### src/logic/rvIsaPkg.sv
package rvIsaPkg;

	// raw instruction width
	localparam int instrW = 32;

	typedef logic [instrW-1:0] instrT;

	// major opcodes, instr[6:0]
	localparam logic [6:0] opR      = 7'b0110011;
	localparam logic [6:0] opI      = 7'b0010011;
	localparam logic [6:0] opLoad   = 7'b0000011;
	localparam logic [6:0] opStore  = 7'b0100011;
	localparam logic [6:0] opBranch = 7'b1100011;
	localparam logic [6:0] opJal    = 7'b1101111;
	localparam logic [6:0] opJalr   = 7'b1100111;
	localparam logic [6:0] opLui    = 7'b0110111;

	// funct3, alu group
	// add also covers sub and addi
	localparam logic [2:0] f3Add = 3'b000;
	localparam logic [2:0] f3Sll = 3'b001;
	localparam logic [2:0] f3Slt = 3'b010;
	localparam logic [2:0] f3Xor = 3'b100;
	// srl and sra share this one
	localparam logic [2:0] f3Srl = 3'b101;
	localparam logic [2:0] f3Or  = 3'b110;
	localparam logic [2:0] f3And = 3'b111;

	// funct3, memory, word only
	localparam logic [2:0] f3Lw = 3'b010;
	localparam logic [2:0] f3Sw = 3'b010;

	// funct3, control flow
	localparam logic [2:0] f3Beq  = 3'b000;
	localparam logic [2:0] f3Bne  = 3'b001;
	localparam logic [2:0] f3Jalr = 3'b000;

	// funct7 marker for sub / sra
	localparam logic [6:0] funct7Alt = 7'b0100000;

	// halt pair
	// addi x1, x0, 12 then jalr x0, 0(x1)
	localparam instrT haltFirst  = 32'h00c00093;
	localparam instrT haltSecond = 32'h00008067;

endpackage

### src/logic/rvCorePkg.sv
package rvCorePkg;

	// datapath word width
	localparam int xLen = 32;

	// memory address width, both memories
	localparam int memAddrW = 12;

	// 32 architectural registers
	localparam int regIdxW = 5;

	// retired instruction counter width
	localparam int countW = 32;

	typedef logic [xLen-1:0] wordT;

	// byte address on the instruction side, word address on the data side
	typedef logic [memAddrW-1:0] memAddrT;

	typedef logic [regIdxW-1:0] regIdxT;

	typedef logic [countW-1:0] countT;

	// alu operations
	typedef enum logic [3:0] {
		aluAdd,
		aluSub,
		aluAnd,
		aluOr,
		aluXor,
		aluSlt,
		aluSll,
		aluSrl,
		aluSra,
		aluPassB
	} aluOpT;

	// write-back source select
	typedef enum logic [1:0] {
		wbAlu,
		wbMem,
		wbLink
	} wbSrcT;

endpackage

### src/logic/riscvDecode.sv
`timescale 1ns/1ps

module riscvDecode (
	input  rvIsaPkg::instrT   instr,
	output rvCorePkg::regIdxT rs1,
	output rvCorePkg::regIdxT rs2,
	output rvCorePkg::regIdxT rd,
	output rvCorePkg::wordT   imm,
	output rvCorePkg::aluOpT  aluOp,
	output logic              useImm,
	output logic              isLoad,
	output logic              isStore,
	output logic              isBranch,
	output logic              branchNe,
	output logic              isJal,
	output logic              isJalr,
	output logic              regWrite,
	output rvCorePkg::wbSrcT  wbSrc
);

	logic [6:0] opcode;
	logic [2:0] funct3;
	logic [6:0] funct7;
	logic       altOp;

	// fixed field positions
	assign opcode = instr[6:0];
	assign funct3 = instr[14:12];
	assign funct7 = instr[31:25];
	assign rs1    = instr[19:15];
	assign rs2    = instr[24:20];
	assign rd     = instr[11:7];
	assign altOp  = (funct7 == rvIsaPkg::funct7Alt);

	// immediate per format, all sign extended from bit 31
	always_comb begin
		case (opcode)
			rvIsaPkg::opStore:
				imm = {{20{instr[31]}}, instr[31:25], instr[11:7]};
			rvIsaPkg::opBranch:
				imm = {{19{instr[31]}}, instr[31], instr[7], instr[30:25], instr[11:8], 1'b0};
			rvIsaPkg::opJal:
				imm = {{11{instr[31]}}, instr[31], instr[19:12], instr[20], instr[30:21], 1'b0};
			rvIsaPkg::opLui:
				imm = {instr[31:12], 12'b0};
			// I format, also loads and jalr
			default:
				imm = {{20{instr[31]}}, instr[31:20]};
		endcase
	end

	// control flags
	always_comb begin
		// no-op unless an opcode below claims it
		aluOp    = rvCorePkg::aluAdd;
		useImm   = 1'b0;
		isLoad   = 1'b0;
		isStore  = 1'b0;
		isBranch = 1'b0;
		branchNe = 1'b0;
		isJal    = 1'b0;
		isJalr   = 1'b0;
		regWrite = 1'b0;
		wbSrc    = rvCorePkg::wbAlu;
		case (opcode)
			rvIsaPkg::opR: begin
				regWrite = 1'b1;
				case (funct3)
					rvIsaPkg::f3Add: aluOp = altOp ? rvCorePkg::aluSub : rvCorePkg::aluAdd;
					rvIsaPkg::f3Sll: aluOp = rvCorePkg::aluSll;
					rvIsaPkg::f3Slt: aluOp = rvCorePkg::aluSlt;
					rvIsaPkg::f3Xor: aluOp = rvCorePkg::aluXor;
					rvIsaPkg::f3Srl: aluOp = altOp ? rvCorePkg::aluSra : rvCorePkg::aluSrl;
					rvIsaPkg::f3Or:  aluOp = rvCorePkg::aluOr;
					rvIsaPkg::f3And: aluOp = rvCorePkg::aluAnd;
					// sltu is left out
					default: regWrite = 1'b0;
				endcase
			end
			rvIsaPkg::opI: begin
				useImm   = 1'b1;
				regWrite = 1'b1;
				case (funct3)
					rvIsaPkg::f3Add: aluOp = rvCorePkg::aluAdd;
					rvIsaPkg::f3Slt: aluOp = rvCorePkg::aluSlt;
					rvIsaPkg::f3Xor: aluOp = rvCorePkg::aluXor;
					rvIsaPkg::f3Or:  aluOp = rvCorePkg::aluOr;
					rvIsaPkg::f3And: aluOp = rvCorePkg::aluAnd;
					// immediate shifts and sltiu not supported
					default: regWrite = 1'b0;
				endcase
			end
			rvIsaPkg::opLoad: begin
				// lw only, byte and half retire as no-op
				// immediate operand selected in the top level from isLoad
				if (funct3 == rvIsaPkg::f3Lw) begin
					isLoad   = 1'b1;
					regWrite = 1'b1;
					wbSrc    = rvCorePkg::wbMem;
				end
			end
			rvIsaPkg::opStore: begin
				if (funct3 == rvIsaPkg::f3Sw) begin
					useImm  = 1'b1;
					isStore = 1'b1;
				end
			end
			rvIsaPkg::opBranch: begin
				// compare happens in execute, alu unused here
				if (funct3 == rvIsaPkg::f3Beq || funct3 == rvIsaPkg::f3Bne) begin
					isBranch = 1'b1;
					branchNe = (funct3 == rvIsaPkg::f3Bne);
				end
			end
			rvIsaPkg::opJal: begin
				isJal    = 1'b1;
				regWrite = 1'b1;
				wbSrc    = rvCorePkg::wbLink;
			end
			rvIsaPkg::opJalr: begin
				if (funct3 == rvIsaPkg::f3Jalr) begin
					useImm   = 1'b1;
					isJalr   = 1'b1;
					regWrite = 1'b1;
					wbSrc    = rvCorePkg::wbLink;
				end
			end
			rvIsaPkg::opLui: begin
				// immediate straight through the alu
				useImm   = 1'b1;
				aluOp    = rvCorePkg::aluPassB;
				regWrite = 1'b1;
			end
			default: ;
		endcase
	end

endmodule

### src/logic/riscvExecute.sv
`timescale 1ns/1ps

module riscvExecute (
	input  logic               CLK,
	input  logic               RSTn,
	input  logic               halt,
	input  rvCorePkg::wordT    rs1Data,
	input  rvCorePkg::wordT    rs2Data,
	input  rvCorePkg::wordT    imm,
	input  rvCorePkg::aluOpT   aluOp,
	input  logic               useImm,
	input  logic               isBranch,
	input  logic               branchNe,
	input  logic               isJal,
	input  logic               isJalr,
	output rvCorePkg::wordT    pc,
	output rvCorePkg::wordT    aluResult,
	output rvCorePkg::wordT    linkAddr,
	output rvCorePkg::memAddrT iMemAddr,
	output rvCorePkg::memAddrT dMemAddr
);

	rvCorePkg::wordT operandB;
	rvCorePkg::wordT jalrTarget;
	rvCorePkg::wordT nextPc;
	logic            branchTaken;

	// operand b mux
	assign operandB = useImm ? imm : rs2Data;

	// alu
	always_comb begin
		case (aluOp)
			rvCorePkg::aluAdd:   aluResult = rs1Data + operandB;
			rvCorePkg::aluSub:   aluResult = rs1Data - operandB;
			rvCorePkg::aluAnd:   aluResult = rs1Data & operandB;
			rvCorePkg::aluOr:    aluResult = rs1Data | operandB;
			rvCorePkg::aluXor:   aluResult = rs1Data ^ operandB;
			// signed compare, result is 0 or 1
			rvCorePkg::aluSlt:   aluResult = {31'b0, $signed(rs1Data) < $signed(operandB)};
			// shift amount from the low five bits
			rvCorePkg::aluSll:   aluResult = rs1Data << operandB[4:0];
			rvCorePkg::aluSrl:   aluResult = rs1Data >> operandB[4:0];
			rvCorePkg::aluSra:   aluResult = $signed(rs1Data) >>> operandB[4:0];
			rvCorePkg::aluPassB: aluResult = operandB;
			default:             aluResult = '0;
		endcase
	end

	// beq taken on equal, bne on not equal
	assign branchTaken = isBranch & ((rs1Data == rs2Data) ^ branchNe);

	// return address for jal / jalr
	assign linkAddr = pc + 32'd4;

	// jalr target, bit 0 dropped
	assign jalrTarget = (rs1Data + imm) & ~32'd1;

	// next pc select
	always_comb begin
		if (isJalr)
			nextPc = jalrTarget;
		else if (isJal || branchTaken)
			nextPc = pc + imm;
		else
			nextPc = linkAddr;
	end

	// pc register, frozen by halt
	always_ff @(posedge CLK) begin
		if (RSTn)
			pc <= '0;
		else if (!halt)
			pc <= nextPc;
	end

	// imem takes a byte address, dmem a word address
	assign iMemAddr = pc[11:0];
	assign dMemAddr = aluResult[13:2];

endmodule

### src/logic/riscvResult.sv
`timescale 1ns/1ps

module riscvResult (
	input  logic             CLK,
	input  logic             RSTn,
	input  rvIsaPkg::instrT  instr,
	input  rvCorePkg::wordT  aluResult,
	input  rvCorePkg::wordT  linkAddr,
	input  rvCorePkg::wordT  rs2Data,
	input  rvCorePkg::wordT  dMemDi,
	input  rvCorePkg::wbSrcT wbSrc,
	input  logic             regWrite,
	input  logic             isStore,
	output logic             rfWe,
	output rvCorePkg::wordT  rfWd,
	output rvCorePkg::wordT  dMemDout,
	output logic             dMemWen,
	output logic [3:0]       dMemBe,
	output logic             iMemCsn,
	output logic             dMemCsn,
	output logic             halt,
	output rvCorePkg::countT numInst
);

	// previous retired instruction was the first halt word
	logic prevHaltFirst;
	// core active this cycle
	logic retire;

	// write-back data select
	always_comb begin
		case (wbSrc)
			rvCorePkg::wbMem:  rfWd = dMemDi;
			rvCorePkg::wbLink: rfWd = linkAddr;
			default:           rfWd = aluResult;
		endcase
	end

	// second halt word right after a retired first one
	assign halt = prevHaltFirst & (instr == rvIsaPkg::haltSecond);

	assign retire = ~RSTn & ~halt;

	// both memories deselected while in reset
	assign iMemCsn = RSTn;
	assign dMemCsn = RSTn;

	// register write, blocked in reset and after halt
	assign rfWe = regWrite & retire;

	// store side, word stores only so all lanes on
	assign dMemDout = rs2Data;
	assign dMemBe   = 4'b1111;
	// active low write enable
	assign dMemWen  = ~(isStore & retire);

	// halt history
	always_ff @(posedge CLK) begin
		if (RSTn)
			prevHaltFirst <= 1'b0;
		else if (!halt)
			prevHaltFirst <= (instr == rvIsaPkg::haltFirst);
	end

	// one count per retiring edge
	always_ff @(posedge CLK) begin
		if (RSTn)
			numInst <= '0;
		else if (!halt)
			numInst <= numInst + 1'b1;
	end

endmodule

### src/logic/regFile.sv
`timescale 1ns/1ps

module regFile (
	input  logic              CLK,
	input  logic              RSTn,
	input  rvCorePkg::regIdxT ra1,
	input  rvCorePkg::regIdxT ra2,
	input  rvCorePkg::regIdxT wa,
	input  logic              we,
	input  rvCorePkg::wordT   wd,
	output rvCorePkg::wordT   rd1,
	output rvCorePkg::wordT   rd2
);

	rvCorePkg::wordT regs [32];

	// sync write, reset wipes the whole file
	always_ff @(posedge CLK) begin
		if (RSTn) begin
			for (int i = 0; i < 32; i++)
				regs[i] <= '0;
		end else if (we && wa != '0) begin
			regs[wa] <= wd;
		end
	end

	// async reads, x0 hardwired to zero
	assign rd1 = (ra1 == '0) ? '0 : regs[ra1];
	assign rd2 = (ra2 == '0) ? '0 : regs[ra2];

endmodule

### src/logic/riscvTop.sv
`timescale 1ns/1ps

module riscvTop (
	input  logic               CLK,
	input  logic               RSTn,
	output logic               iMemCsn,
	output rvCorePkg::memAddrT iMemAddr,
	input  rvIsaPkg::instrT    iMemDi,
	output logic               dMemCsn,
	output rvCorePkg::memAddrT dMemAddr,
	output rvCorePkg::wordT    dMemDout,
	output logic               dMemWen,
	output logic [3:0]         dMemBe,
	input  rvCorePkg::wordT    dMemDi,
	output logic               rfWe,
	output rvCorePkg::wordT    outputPort,
	output logic               halt,
	output rvCorePkg::countT   numInst
);

	// decode outputs
	rvCorePkg::regIdxT rs1;
	rvCorePkg::regIdxT rs2;
	rvCorePkg::regIdxT rd;
	rvCorePkg::wordT   imm;
	rvCorePkg::aluOpT  aluOp;
	rvCorePkg::wbSrcT  wbSrc;
	logic              useImm;
	logic              isLoad;
	logic              isStore;
	logic              isBranch;
	logic              branchNe;
	logic              isJal;
	logic              isJalr;
	logic              regWrite;

	// register reads
	rvCorePkg::wordT rs1Data;
	rvCorePkg::wordT rs2Data;

	// execute outputs
	rvCorePkg::wordT aluResult;
	rvCorePkg::wordT linkAddr;

	riscvDecode uDecode (
		.instr    (iMemDi),
		.rs1      (rs1),
		.rs2      (rs2),
		.rd       (rd),
		.imm      (imm),
		.aluOp    (aluOp),
		.useImm   (useImm),
		.isLoad   (isLoad),
		.isStore  (isStore),
		.isBranch (isBranch),
		.branchNe (branchNe),
		.isJal    (isJal),
		.isJalr   (isJalr),
		.regWrite (regWrite),
		.wbSrc    (wbSrc)
	);

	// write data doubles as the observation port
	regFile uRegFile (
		.CLK  (CLK),
		.RSTn (RSTn),
		.ra1  (rs1),
		.ra2  (rs2),
		.wa   (rd),
		.we   (rfWe),
		.wd   (outputPort),
		.rd1  (rs1Data),
		.rd2  (rs2Data)
	);

	// loads add the offset through isLoad
	// pc only reaches the memories through iMemAddr
	riscvExecute uExecute (
		.CLK       (CLK),
		.RSTn      (RSTn),
		.halt      (halt),
		.rs1Data   (rs1Data),
		.rs2Data   (rs2Data),
		.imm       (imm),
		.aluOp     (aluOp),
		.useImm    (useImm | isLoad),
		.isBranch  (isBranch),
		.branchNe  (branchNe),
		.isJal     (isJal),
		.isJalr    (isJalr),
		.pc        (),
		.aluResult (aluResult),
		.linkAddr  (linkAddr),
		.iMemAddr  (iMemAddr),
		.dMemAddr  (dMemAddr)
	);

	riscvResult uResult (
		.CLK       (CLK),
		.RSTn      (RSTn),
		.instr     (iMemDi),
		.aluResult (aluResult),
		.linkAddr  (linkAddr),
		.rs2Data   (rs2Data),
		.dMemDi    (dMemDi),
		.wbSrc     (wbSrc),
		.regWrite  (regWrite),
		.isStore   (isStore),
		.rfWe      (rfWe),
		.rfWd      (outputPort),
		.dMemDout  (dMemDout),
		.dMemWen   (dMemWen),
		.dMemBe    (dMemBe),
		.iMemCsn   (iMemCsn),
		.dMemCsn   (dMemCsn),
		.halt      (halt),
		.numInst   (numInst)
	);

endmodule

### config.mk
export PLATFORM = sky130hd
export DESIGN_NAME = riscvTop
export DESIGN_NICKNAME = d
export VERILOG_FILES = /design/src/logic/rvIsaPkg.sv /design/src/logic/rvCorePkg.sv /design/src/logic/riscvDecode.sv /design/src/logic/riscvExecute.sv /design/src/logic/riscvResult.sv /design/src/logic/regFile.sv /design/src/logic/riscvTop.sv
export SDC_FILE = /design/constraint.sdc
export NUM_CORES = 2
export LEC_CHECK = 0
export ABC_CLOCK_PERIOD_IN_PS = 5800
export BUFFER_PORTS_ARGS = -buffer_cell sky130_fd_sc_hd__buf_2
export CAP_MARGIN = 20
export CELL_PAD_IN_SITES_DETAIL_PLACEMENT = 2
export CELL_PAD_IN_SITES_GLOBAL_PLACEMENT = 2
export CORE_MARGIN = 1
export CORE_UTILIZATION = 39
export DETAILED_ROUTE_END_ITERATION = 10
export PLACE_DENSITY_LB_ADDON = 0.1
export RECOVER_POWER = 100
export SLEW_MARGIN = 40
export SYNTH_ARGS = -nofsm -noshare
export SYNTH_HDL_FRONTEND = slang
export SYNTH_SLANG_ARGS = --single-unit
### constraint.sdc
create_clock -name CLK -period 5.8 [get_ports CLK]
set_clock_uncertainty 0.05 [all_clocks]
set_input_delay 0 -clock CLK [delete_from_list [all_inputs] [get_ports CLK]]
set_output_delay 0 -clock CLK [all_outputs]
set_load 0.01 [all_outputs]
==> results.md <==
- The peak ir drop on the vdd network is between 0.0003 and 0.0004 V.
- The number of detailed-route iterations in the first pass is 6.
- CTS saw around 1100 sinks.
- STA puts the critical path data arrival time at 6330 ps.
- The floorplan step defined a core boundary enclosing ~180000 um^2.
- The gate count after technology mapping is about 6400.
- The area of the mapped netlist is 69900 um^2.
- The highest achievable clock rate is about 160 MHz.
- The internal power is 17.9 mW.
- The most common flop cell mapped by yosys is sky130_fd_sc_hd__edfxtp_1.
- Summing all non-filler instances in the final layout gives an area of 88400 um^2.
- The startpoint type of the worst setup path is a flop.
- The via density per instance is approximately 7.
- The worst max-slew margin expressed relative to the limit is -154%.
- The endpoint of the lowest-slack register-to-register path is uRegFile.regs[29][30].
- The max-slew violation count is approximately 110.
- For this design the ratio of total power to cell area is roughly 330 nW/um^2.
- Of the cells placed in the final design, the portion with a size suffix greater than 1 is 30.8%.
- The distinct cell type count of the synthesized netlist is 106.
- In the routed design, unresolved DRC markers number 0.
- The final hold violation count was 0.
- The worst setup slack for register-to-register paths is -310 ps.
- The total negative setup slack is -37620 ps.
- Of all nets on the critical path, the largest fanout is 3.
- The shortest clock period the worst path allows after layout is between 6000 and 7000 ps.
- The routed design has 421 mm of wire.
- For the worst setup path, the data required time is around 5800 ps.
- The number of fillers in the final layout is around 18000.
- Across all setup checks in the final design, the least slack found is -580 ps.
- The total overflow left after global routing is 0.
- Yosys mapped a number of flops with a built-in enable equal to roughly 1000.
- The clock-pin slew on the worst setup and hold paths is about 60 ps.
- The tool flagged a number of max-cap violations equal to 3.
- The post-detailed-route count of antenna-violating nets is 0.
- The die height is roughly 430 um.
- During synthesis, Yosys emitted a total of 0 warnings.
- The via count is 67300.
- Summing the sequential cell areas from Yosys gives 45.9% of the chip area.
- The area growth from synthesis to layout is 26.5%.
- The share of total power in combinational logic is between 40 and 50%.
- Setup violations remaining at the end of the flow were counted as between 200 and 300.
- Setup repair after global routing could not meet its margin everywhere.
- At the pin with the least slew margin, the transition time is 3810 ps.
- The width of the chip is ~430 um.
- The register bit count reported by yosys is 1089.
- The instance area at placement is approximately 80000 um^2.
- The net switching power is 11.1 mW.
- TritonCTS built the clock tree.
- The global placer's final weighted congestion is 1.07.
- The average footprint of a synthesized cell is between 10 and 15 um^2.
- The placement-stage worst setup slack is -1440 ps.
- The die covers about 180000 um^2.
- The endpoint type of the worst setup path is a primary output.
- The maximum number of pins on one net before global-route repair is 60.
- The proportion of power drawn by flip-flops and latches is 31.2%.
- The proportion of synthesized flip-flops having asynchronous set or reset is 0%.
- Detailed placement finished with a half-perimeter wire length of around 280 mm.
- The clock network is responsible for between 20% and 30% of the overall power.
- Port buffering added 190 buffers.
- Of the total power, the share spent switching nets is a little under two fifths.
- The critical path is of the flop to primary output type.
- The later pin in the worst-skew pair is clocked with a latency of about 830 ps.
- The flow ran to the end, but the final reports show violations.
- The number of global-route vias before repair is a little under 70000.
- In this run the clock root is driven by a sky130_fd_sc_hd__clkbuf_16.
- Global routing used 45.3% of the available tracks across all layers.
- Once the floorplan was initialized, standard cells occupied about two fifths of the core.
- The worst hold endpoint is uExecute.pc[20].
- Row generation in the floorplan step produced 154 rows.
- Measured on the finished design, the core utilization comes to 49.9%.
- The maximum buffer depth of the clock tree is 3.
- The number of clock buffers added by TritonCTS is 132.
- The first-iteration detailed-routing DRC count is between 8000 and 9000.
- The tightest min-delay check is of the input pin to flop type.
- During I/O placement, the number of pins put on the boundary was just under 200.
- The number of cells traversed by the worst hold path is 6.
- The startpoint of the tightest hold check path is iMemDi[5].
- The wire length of the first global-routing pass is between 500 and 600 mm.
- The total power is around 29 mW.
- The final layout net count is 7524.
- The final reports fail on capacitance limit, slew limit, setup timing.
- In the final routed layout, each cell accounts on average for 43.2 um.
- The number of H-tree levels is 4.
- In this run the static leakage power is roughly 35 nW.
- The initial antenna violation count is 25.
- The ratio of final minimum period to clock period is 110%.
- The startpoint identified for the worst register-to-register timing path is uRegFile.regs[18][11].
- The depth of the most critical reg-to-reg path is 25.
[layer usage]
layer | up-vias | part of all wire [%] | global-route usage (%) | wire [um]
met1 | 34800 | 35 | 53.0 | 147000
met2 | 5083 | 45 | 70.5 | 189000
met4 | 22 | 8.9 | 34.5 | 37600
met3 | 1579 | 11 | 13.0 | 47600
met5 | - | 0.041 | 0 | 172
li1 | 25700 | - | - | -
[area by class of cell]
type / instances / area, um^2 / area share, %
Multi-Input combinational cell: 4537 / 36700 / 41.5
Sequential cell: 1089 / 32100 / 36.3
Timing Repair Buffer: 1338 / 11700 / 13.3
Clock buffer: 166 / 3600 / 4.07
Tap cell: 2340 / 2930 / 3.31
Inverter: 190 / 774 / 0.877
Clock inverter: 71 / 557 / 0.630
Antenna cell: 7 / 17.5 / 0.0198
[critical path, stage by stage, from the launching register on]
cell and delay [ps]:
sky130_fd_sc_hd__edfxtp_1 480, sky130_fd_sc_hd__mux4_2 550, sky130_fd_sc_hd__a22oi_2 380, sky130_fd_sc_hd__nand4_2 150, sky130_fd_sc_hd__buf_6 180, sky130_fd_sc_hd__o21ai_4 230, sky130_fd_sc_hd__ha_4 260, sky130_fd_sc_hd__buf_6 110
sky130_fd_sc_hd__nor2b_1 120, sky130_fd_sc_hd__o21ai_1 180, sky130_fd_sc_hd__nand2b_1 120, sky130_fd_sc_hd__a21o_4 270, sky130_fd_sc_hd__o211a_1 290, sky130_fd_sc_hd__o211ai_1 280, sky130_fd_sc_hd__buf_4 180, sky130_fd_sc_hd__a21oi_4 60
sky130_fd_sc_hd__o31a_1 280, sky130_fd_sc_hd__o21a_1 240, sky130_fd_sc_hd__a211oi_2 230, sky130_fd_sc_hd__buf_4 160, sky130_fd_sc_hd__xnor2_4 140, sky130_fd_sc_hd__o221a_4 260, sky130_fd_sc_hd__buf_12 160, sky130_fd_sc_hd__nor2_4 50
sky130_fd_sc_hd__buf_6 140
[placed cells by master (no fill, tap or decap), types with 98 or more instances in the layout]
cell type	count
sky130_fd_sc_hd__edfxtp_1	1024
sky130_fd_sc_hd__nand3_1	111
sky130_fd_sc_hd__mux2i_1	440
sky130_fd_sc_hd__buf_2	121
sky130_fd_sc_hd__clkbuf_16	144
sky130_fd_sc_hd__buf_4	949
sky130_fd_sc_hd__o21ai_0	155
sky130_fd_sc_hd__inv_1	160
sky130_fd_sc_hd__xnor2_1	98
sky130_fd_sc_hd__buf_12	108
sky130_fd_sc_hd__ha_1	148
sky130_fd_sc_hd__nor3_1	131
sky130_fd_sc_hd__nand2_1	280
sky130_fd_sc_hd__nor2_1	1088
sky130_fd_sc_hd__mux4_2	366
sky130_fd_sc_hd__a21oi_1	271
sky130_fd_sc_hd__a22oi_1	146
[registers in the layout, summed over array words and instances, names as in the netlist]
register and count:
uExecute.pc 32, uResult.numInst 32, uRegFile.regs 1024, uResult.prevHaltFirst 1
[synth_stat cells, types with 54 or more instances]
library cell,n,share of area [%]
sky130_fd_sc_hd__nor3_1,150,1.1
sky130_fd_sc_hd__mux4_2,366,12
sky130_fd_sc_hd__nand2b_1,68,0.61
sky130_fd_sc_hd__inv_1,177,0.95
sky130_fd_sc_hd__xnor2_1,110,1.4
sky130_fd_sc_hd__nor2_1,1157,6.2
sky130_fd_sc_hd__dfxtp_1,65,1.9
sky130_fd_sc_hd__and3_1,54,0.48
sky130_fd_sc_hd__o22ai_1,94,0.84
sky130_fd_sc_hd__xor2_1,65,0.81
sky130_fd_sc_hd__mux2i_1,443,6.3
sky130_fd_sc_hd__a22oi_1,162,1.7
sky130_fd_sc_hd__clkbuf_1,290,1.6
sky130_fd_sc_hd__a21oi_1,305,2.2
sky130_fd_sc_hd__nand3_1,112,0.80
sky130_fd_sc_hd__nand2_1,321,1.7
sky130_fd_sc_hd__buf_4,78,0.84
sky130_fd_sc_hd__ha_1,166,3.0
sky130_fd_sc_hd__a211oi_1,64,0.69
sky130_fd_sc_hd__buf_2,155,1.1
sky130_fd_sc_hd__edfxtp_1,1024,44
sky130_fd_sc_hd__o21ai_0,176,1.3
[logic make-up (layout without fill, tap and decap cells)]
kind of cell    Yosys count  after routing  synth area share (%)
other cells               2             43                0.0108
mux                     824            824                  18.4
fa+ha+maj               170            170                  3.09
simple gates           2080           2080                  13.1
compound gates         1252           1252                  12.1
buf+inv                 768           1765                  5.20
flops                  1089           1089                  45.9
xor+xnor                175            175                  2.19
[power by group through the flow]
stage / clock network [mW] / logic [mW] / registers, mW
after floorplan: 0 / 4.09 / 9.10
after global placement: 0 / 8.53 / 9.14
after detailed placement: 0 / 8.70 / 9.18
after CTS: 8.33 / 10.5 / 9.02
after global routing: 8.60 / 11.6 / 9.05
final: 8.35 / 11.6 / 9.04
[metrics by stage]
step	std cells	hold WS (ps)
floorplan	6394	41.8
global placement	9334	368
detailed placement	9335	372
CTS	9696	1.32
global route	9735	75.1
finish	9738	59.0
[timing repair]
action | in CTS | in global routing
resized for setup | 353 | 193
hold endpoints to repair | 180 | 0
setup buffers | 93 | 51
hold buffers | 17 | 0
pin swaps | 142 | 129
cloned | 21 | 5
endpoints found under the setup margin | 545 | 510
[worst max-delay path by stage]
stage | start | endpoint | slack (ps)
after global placement | iMemDi[20] | uRegFile.regs[30][31] | -1300
after detailed placement | iMemDi[20] | uRegFile.regs[24][31] | -1440
final | uRegFile.regs[8][1] | outputPort[29] | -580
after global routing | uRegFile.regs[8][1] | outputPort[25] | -640
after CTS | uRegFile.regs[16][3] | outputPort[30] | -510
after floorplan | iMemDi[20] | uRegFile.regs[16][30] | 1
(Power assumes the default switching activity.)
